$ cat src/fetch_params.svh
`ifndef FETCH_PARAMS_SVH
`define FETCH_PARAMS_SVH

// first fetch address out of reset
`define FETCH_RESET_PC 32'h0000_0000

// fetch queue entries
`define FETCH_QUEUE_DEPTH 8

// predictor table size, power of two
`define BP_ENTRIES 16

`define JAL_OPCODE 7'b1101111

`endif

$ cat src/fetch_pkg.sv
`default_nettype none

package fetch_pkg;

    // one queued instruction with its address
    typedef struct packed {
        logic [31:0] addr;
        logic [31:0] inst;
    } fetch_entry_t;

    typedef struct packed {
        logic        valid;
        logic [31:0] addr;
    } mem_req_t;

    typedef struct packed {
        logic        valid;
        logic [31:0] addr;
        logic [31:0] inst;
    } mem_resp_t;

    typedef struct packed {
        logic        valid;
        logic [31:0] addr;
    } redirect_t;

    // resolved branch from execute
    typedef struct packed {
        logic        valid;
        logic [31:0] pc;
        logic        taken;
        logic [31:0] target;
    } bp_update_t;

endpackage

`default_nettype wire

$ cat src/branch_predictor.sv
`timescale 1ns/1ps
`default_nettype none

`include "fetch_params.svh"

module branch_predictor
    import fetch_pkg::*;
#(
    parameter int ENTRIES = `BP_ENTRIES
) (
    input  logic        clk,
    input  logic        reset,
    input  logic [31:0] pc,
    output logic [31:0] next_pc,
    input  bp_update_t  update
);

    localparam int IDX_W = $clog2(ENTRIES);
    localparam int TAG_W = 30 - IDX_W;

    logic [ENTRIES-1:0] valid;
    logic [TAG_W-1:0]   tag    [ENTRIES];
    logic [31:0]        target [ENTRIES];
    logic [1:0]         ctr    [ENTRIES];

    logic [IDX_W-1:0]   rd_idx;
    logic               rd_taken;
    logic [IDX_W-1:0]   upd_idx;
    logic               upd_hit;

    // index skips the byte offset, tag is everything above it
    assign rd_idx   = pc[IDX_W+1:2];
    assign rd_taken = valid[rd_idx] && (tag[rd_idx] == pc[31:IDX_W+2])
                      && ctr[rd_idx][1];
    assign next_pc  = rd_taken ? target[rd_idx] : pc + 32'd4;

    assign upd_idx = update.pc[IDX_W+1:2];
    assign upd_hit = valid[upd_idx] && (tag[upd_idx] == update.pc[31:IDX_W+2]);

    always_ff @(posedge clk) begin
        if (reset) begin
            valid <= '0;
        end else if (update.valid && (upd_hit || update.taken)) begin
            valid[upd_idx] <= 1'b1;
        end
    end

    always_ff @(posedge clk) begin
        if (update.valid) begin
            if (!upd_hit) begin
                // allocate on taken only, start weakly taken
                if (update.taken) begin
                    tag[upd_idx]    <= update.pc[31:IDX_W+2];
                    target[upd_idx] <= update.target;
                    ctr[upd_idx]    <= 2'd2;
                end
            end else if (update.taken) begin
                target[upd_idx] <= update.target;
                if (ctr[upd_idx] != 2'd3) begin
                    ctr[upd_idx] <= ctr[upd_idx] + 2'd1;
                end
            end else if (ctr[upd_idx] != 2'd0) begin
                ctr[upd_idx] <= ctr[upd_idx] - 2'd1;
            end
        end
    end

endmodule

`default_nettype wire

$ cat src/fetch_ctrl.sv
`timescale 1ns/1ps
`default_nettype none

`include "fetch_params.svh"

module fetch_ctrl
    import fetch_pkg::*;
(
    input  logic                                    clk,
    input  logic                                    reset,
    output mem_req_t                                mem_req,
    input  logic                                    mem_ready,
    input  mem_resp_t                               mem_resp,
    input  redirect_t                               redirect,
    input  logic [$clog2(`FETCH_QUEUE_DEPTH+1)-1:0] queue_free,
    output logic                                    queue_push,
    output logic                                    queue_flush,
    output logic [31:0]                             lookup_pc,
    input  logic [31:0]                             predicted_next,
    input  logic                                    jal_hit,
    input  logic [31:0]                             jal_target
);

    logic [31:0] pc;
    logic        requested;
    logic        drop_pending;
    logic        running;

    logic        resp_arrive;
    logic        resp_good;
    logic        take_jal;
    logic [31:0] req_addr;
    logic        req_fire;
    logic        outstanding_next;

    // memory answers only while a read is outstanding
    assign resp_arrive = requested && mem_resp.valid;
    assign resp_good   = resp_arrive && !drop_pending;

    // a returned JAL steers the request going out in the same cycle
    assign take_jal = resp_good && jal_hit;
    assign req_addr = take_jal ? jal_target : pc;

    // two free slots: one for the response now, one for the new read
    assign mem_req.valid = running && (!requested || resp_arrive) && (queue_free >= 2);
    assign mem_req.addr  = req_addr;
    assign req_fire      = mem_req.valid && mem_ready;

    assign lookup_pc = req_addr;

    assign outstanding_next = req_fire || (requested && !resp_arrive);

    assign queue_push  = resp_good && !redirect.valid;
    assign queue_flush = redirect.valid;

    always_ff @(posedge clk) begin
        if (reset) begin
            pc           <= `FETCH_RESET_PC;
            requested    <= 1'b0;
            drop_pending <= 1'b0;
            running      <= 1'b0;
        end else begin
            running   <= 1'b1;
            requested <= outstanding_next;
            if (redirect.valid) begin
                pc           <= redirect.addr;
                // whatever is still in flight belongs to the old path
                drop_pending <= outstanding_next;
            end else begin
                if (resp_arrive) begin
                    drop_pending <= 1'b0;
                end
                if (req_fire) begin
                    pc <= predicted_next;
                end else if (take_jal) begin
                    // hold the jump target until memory takes it
                    pc <= jal_target;
                end
            end
        end
    end

endmodule

`default_nettype wire

$ cat src/fetch_queue.sv
`timescale 1ns/1ps
`default_nettype none

`include "fetch_params.svh"

module fetch_queue
    import fetch_pkg::*;
#(
    parameter int DEPTH = `FETCH_QUEUE_DEPTH
) (
    input  logic                         clk,
    input  logic                         reset,
    input  logic                         flush,
    input  logic                         push,
    input  fetch_entry_t                 push_data,
    output logic [$clog2(DEPTH+1)-1:0]   free,
    output logic                         pop_valid,
    input  logic                         pop_ready,
    output fetch_entry_t                 pop_data
);

    localparam int PTR_W  = $clog2(DEPTH);
    localparam int FREE_W = $clog2(DEPTH + 1);

    fetch_entry_t       mem [DEPTH];
    logic [PTR_W-1:0]   wr_ptr;
    logic [PTR_W-1:0]   rd_ptr;
    logic               do_push;
    logic               do_pop;

    function automatic logic [PTR_W-1:0] next_ptr(input logic [PTR_W-1:0] p);
        next_ptr = (p == PTR_W'(DEPTH - 1)) ? '0 : p + 1'b1;
    endfunction

    // empty when every slot is free
    assign pop_valid = (free != FREE_W'(DEPTH));
    assign pop_data  = mem[rd_ptr];
    assign do_push   = push && (free != '0);
    assign do_pop    = pop_valid && pop_ready;

    always_ff @(posedge clk) begin
        if (do_push && !flush) begin
            mem[wr_ptr] <= push_data;
        end
    end

    always_ff @(posedge clk) begin
        if (reset || flush) begin
            wr_ptr <= '0;
            rd_ptr <= '0;
            free   <= FREE_W'(DEPTH);
        end else begin
            if (do_push) begin
                wr_ptr <= next_ptr(wr_ptr);
            end
            if (do_pop) begin
                rd_ptr <= next_ptr(rd_ptr);
            end
            case ({do_push, do_pop})
                2'b10:   free <= free - 1'b1;
                2'b01:   free <= free + 1'b1;
                default: free <= free;
            endcase
        end
    end

endmodule

`default_nettype wire

$ cat src/fetch_unit.sv
`timescale 1ns/1ps
`default_nettype none

`include "fetch_params.svh"

module fetch_unit
    import fetch_pkg::*;
(
    input  logic         clk,
    input  logic         reset,
    output mem_req_t     mem_req,
    input  logic         mem_ready,
    input  mem_resp_t    mem_resp,
    input  redirect_t    redirect,
    input  bp_update_t   bp_update,
    output fetch_entry_t fetch_out,
    output logic         fetch_valid,
    input  logic         fetch_ready
);

    localparam int FREE_W = $clog2(`FETCH_QUEUE_DEPTH + 1);

    logic [FREE_W-1:0] queue_free;
    logic              queue_push;
    logic              queue_flush;
    fetch_entry_t      push_entry;
    logic [31:0]       lookup_pc;
    logic [31:0]       predicted_next;
    logic              jal_hit;
    logic [31:0]       jal_target;

    assign push_entry = '{addr: mem_resp.addr, inst: mem_resp.inst};

    fetch_ctrl i_fetch_ctrl (
        .clk            (clk),
        .reset          (reset),
        .mem_req        (mem_req),
        .mem_ready      (mem_ready),
        .mem_resp       (mem_resp),
        .redirect       (redirect),
        .queue_free     (queue_free),
        .queue_push     (queue_push),
        .queue_flush    (queue_flush),
        .lookup_pc      (lookup_pc),
        .predicted_next (predicted_next),
        .jal_hit        (jal_hit),
        .jal_target     (jal_target)
    );

    fetch_queue #(
        .DEPTH (`FETCH_QUEUE_DEPTH)
    ) i_fetch_queue (
        .clk       (clk),
        .reset     (reset),
        .flush     (queue_flush),
        .push      (queue_push),
        .push_data (push_entry),
        .free      (queue_free),
        .pop_valid (fetch_valid),
        .pop_ready (fetch_ready),
        .pop_data  (fetch_out)
    );

    branch_predictor #(
        .ENTRIES (`BP_ENTRIES)
    ) i_branch_predictor (
        .clk     (clk),
        .reset   (reset),
        .pc      (lookup_pc),
        .next_pc (predicted_next),
        .update  (bp_update)
    );

    // predecode looks at the word coming back from memory
    jal_predecode i_jal_predecode (
        .addr   (mem_resp.addr),
        .inst   (mem_resp.inst),
        .hit    (jal_hit),
        .target (jal_target)
    );

endmodule

`default_nettype wire

$ cat src/jal_predecode.sv
`timescale 1ns/1ps
`default_nettype none

`include "fetch_params.svh"

module jal_predecode (
    input  logic [31:0] addr,
    input  logic [31:0] inst,
    output logic        hit,
    output logic [31:0] target
);

    logic [6:0]  opcode;
    logic [31:0] imm_j;

    assign opcode = inst[6:0];

    // J-type immediate, bit 0 always zero
    assign imm_j = {
        {11{inst[31]}},
        inst[31],
        inst[19:12],
        inst[20],
        inst[30:21],
        1'b0
    };

    assign hit    = (opcode == `JAL_OPCODE);
    assign target = addr + imm_j;

endmodule

`default_nettype wire

$ cat config.mk
export PLATFORM = sky130hd
export DESIGN_NAME = fetch_unit
export DESIGN_NICKNAME = d
export VERILOG_FILES = /design/src/fetch_pkg.sv /design/src/branch_predictor.sv /design/src/fetch_ctrl.sv /design/src/fetch_queue.sv /design/src/fetch_unit.sv /design/src/jal_predecode.sv
export VERILOG_INCLUDE_DIRS = /design/src
export SDC_FILE = /design/constraint.sdc
export NUM_CORES = 2
export LEC_CHECK = 0
export BUFFER_PORTS_ARGS = -buffer_cell sky130_fd_sc_hd__buf_2
export CAP_MARGIN = 20
export CELL_PAD_IN_SITES_DETAIL_PLACEMENT = 1
export CELL_PAD_IN_SITES_GLOBAL_PLACEMENT = 1
export CORE_AREA = 2 2 552 280
export CTS_BUF_LIST = sky130_fd_sc_hd__clkbuf_4
export DETAILED_ROUTE_END_ITERATION = 10
export DIE_AREA = 0 0 554 282
export PLACE_DENSITY = 0.75
export SYNTH_ARGS = -nofsm -noshare
export SYNTH_HDL_FRONTEND = slang
export SYNTH_SLANG_ARGS = --single-unit
export TNS_END_PERCENT = 10
$ cat constraint.sdc
create_clock -name clk -period 37.4 [get_ports clk]
set_clock_uncertainty 0.2 [all_clocks]
set_input_delay 11.22 -clock clk [delete_from_list [all_inputs] [get_ports clk]]
set_output_delay 11.22 -clock clk [all_outputs]
set_load 0.01 [all_outputs]
==> reports/metrics.cfg <==
[die]
die_w_um=554
start_util=0.448
die_area_um2=156000
rows=101
dieHeight_um=282
core_um2=151000
io_pins=266

[sta]
fmax_mhz=37.6
worst_slack_ps=10820
fin_crit_sh=0.711
rsz0062_at_grt=false
max_slew_margin=0.223
period_needed_ps=26580
hold_viol_final=0
finalMaxSlewViolations=0
setup-violations-final=0
finalSetupTns_ps=0
worstMarginPinSlew_ps=1160

[pwr]
total_power_w=0.00358
ir_drop_uv=25.0
p_leak_nw=24.9
powerDensity_nw_per_um2=47.1

[cts]
clock_latency_ps=1170
clockBufferDepth=4
cts_num_sinks=1536
path_clk_slew_ps=60
tritoncts=done
htreeDepth=5
cts-hold-fix-buffers=0
root_buffer=clkbuf_4
cts_setup_buffers=0
postCtsResizedCells=0
cts_buffers=354

[setup_path]
reg2regPathDepth=16
cp.arrival_ps=15160
critical-path-top-delay-family=compound AO/OA/AOI/OAI gates
cp.required_ps=25980
max_stage_delay_ps=710
reg2reg_from=i_fetch_ctrl.requested$_SDFF_PP0_
path_cells=buf_2 -> ha_1 -> fa_2 -> a21o_1 -> a221o_1 -> nand4_1 -> a211o_1 -> a21oi_1 -> a311o_1 -> a211o_1 -> a31oi_1 -> inv_1 -> buf_2
worst_path_max_delay_cell=a31oi_1
worstPathMaxFanout=9
crit_type=input pin to output pin
worst-r2r-setup-slack_ps=29370
end_kind=output pin
worst-path-buf-inv=3
r2r-end=i_fetch_ctrl.pc[22]$_SDFF_PP0_
start_kind=input pin

[worst_hold_path]
min-delay-start=i_fetch_queue.rd_ptr[2]$_SDFFE_PP0P_
holdPathStages=2
hold_class=register to register

[synth]
ys_ff_latch=1536
synth_area_per_cell_um2=17.3
synth_edf_count=1472
synthesis.nets=4118
ys.warnings.count=0
ys_async_sr_fraction=0
synth_cells=3908
yosysUniqueCellTypes=93
synth.yosys.seq_area_share=0.672
ys.flop_type=edfxtp_1
synth_area_um2=67700

[layout]
multi_input_area_um2=21200
regArea_um2=45500
mostFrequentLayoutCell=edfxtp_1
final_cell_mix=1472 x edfxtp_1, 529 x clkbuf_4, 459 x mux4_2
area_growth_pct=12.4
final_cell_count_no_fill=6656
post-route-util=0.504
nets=4576
fill_cells=14333
layout-drive-gt1-share=0.334

[grt]
grt-ovfl-total=0
grt_max_degree=105
track_usage=0.259
grt_pass1_wl_mm=297
antenna_found_initial=37
grt_pass1_vias=44108

[placement]
io_buffers=263
dp_slack_ps=10840
dp.cells=6018
dpl.hpwl_mm=119
gp_congestion=0.893

[routing]
drtPass1Iterations=5
totalWireLength_mm=203
drc=0
dr.first_iter.drc_count=4698
wl_per_cell_um=30.5
viasPerCell=6.24
vias=41541
ant_nets=0

[flow_run]
maxCapViolCount=0

[outcome]
status=complete, no violations

-- synthesized netlist by cell type (41+ instances only) --
library cell,n,area [µm²]
mux2_2,79,890
clkbuf_1,142,533
and3_1,75,469
o21ai_0,45,225
nor2_1,110,413
mux2i_1,61,611
a21oi_1,78,390
nand3_1,83,415
xnor2_1,41,359
a211oi_1,74,556
buf_1,67,251
mux4_2,459,10300
nand2_1,337,1260
nor2b_1,43,269
dfxtp_1,64,1280
a31oi_1,42,263
edfxtp_1,1472,44200
-- metal layers --
metal,share of wire,GRT usage
met5,0.00055,0
met4,0.035,0.104
met3,0.087,0.0538
met2,0.48,0.415
met1,0.40,0.348
-- worst max path at each step --
stage,from,endpoint,slack (ps),cells after the start
after floorplan,mem_resp[21],mem_req[3],11600,14
after global placement,mem_resp[21],mem_req[29],10890,13
after detailed placement,mem_resp[21],mem_req[29],10840,13
after CTS,mem_resp[21],mem_req[29],10830,13
after global routing,mem_resp[21],mem_req[29],10610,13
final,mem_resp[21],mem_req[29],10820,13
-- worst min-delay path, delay by kind of cell (launching register included) --
family | cells | cell delay [ps]
flops | 1 | 320
compound gates | 1 | 80
simple gates | 1 | 60
-- registers in the layout, indices dropped and copies added (netlist names), named ones only --
register / flops
i_branch_predictor.ctr: 32
i_branch_predictor.tag: 416
i_branch_predictor.target: 512
i_branch_predictor.valid: 16
i_fetch_ctrl.drop_pending: 1
i_fetch_ctrl.pc: 32
i_fetch_ctrl.requested: 1
i_fetch_ctrl.running: 1
i_fetch_queue.free: 4
i_fetch_queue.mem: 512
i_fetch_queue.rd_ptr: 3
i_fetch_queue.wr_ptr: 3
-- kinds of logic (layout without fill, tap and decap cells) --
group / Yosys count / in the layout / share of synthesized area
flops: 1536 / 1536 / 0.672
buf+inv: 302 / 1021 / 0.0190
fa+ha+maj: 42 / 42 / 0.00799
mux: 599 / 599 / 0.175
simple gates: 870 / 870 / 0.0646
other cells: 0 / 21 / 0
xor+xnor: 65 / 65 / 0.00873
compound gates: 494 / 494 / 0.0527
-- stage by stage --
step                hold slack (ps)  instance area [µm²]
CTS                             302                76000
finish                          311                76100
global placement                264                71500
detailed placement              287                71500
floorplan                       245                67700
global route                    335                76100
-- power by group --
| part | switching, W | internal (W) | total (W) |
|---|---|---|---|
| clock network | 0.000681 | 0.000682 | 0.00136 |
| logic | 0.000202 | 0.000113 | 0.000315 |
| registers | 0.00000709 | 0.00190 | 0.00190 |
| total | 0.000890 | 0.00269 | 0.00358 |
-- area by class of cell --
cell class / instances / area share
timing repair buffer: 363 / 0.0279
inverter: 41 / 0.00222
tap: 2008 / 0.0330
sequential: 1536 / 0.598
clock inverter: 88 / 0.00686
antenna: 21 / 0.000691
multi-input combinational: 2070 / 0.279
clock buffer: 529 / 0.0522
Note: power is estimated with default switching activity, not from simulation.
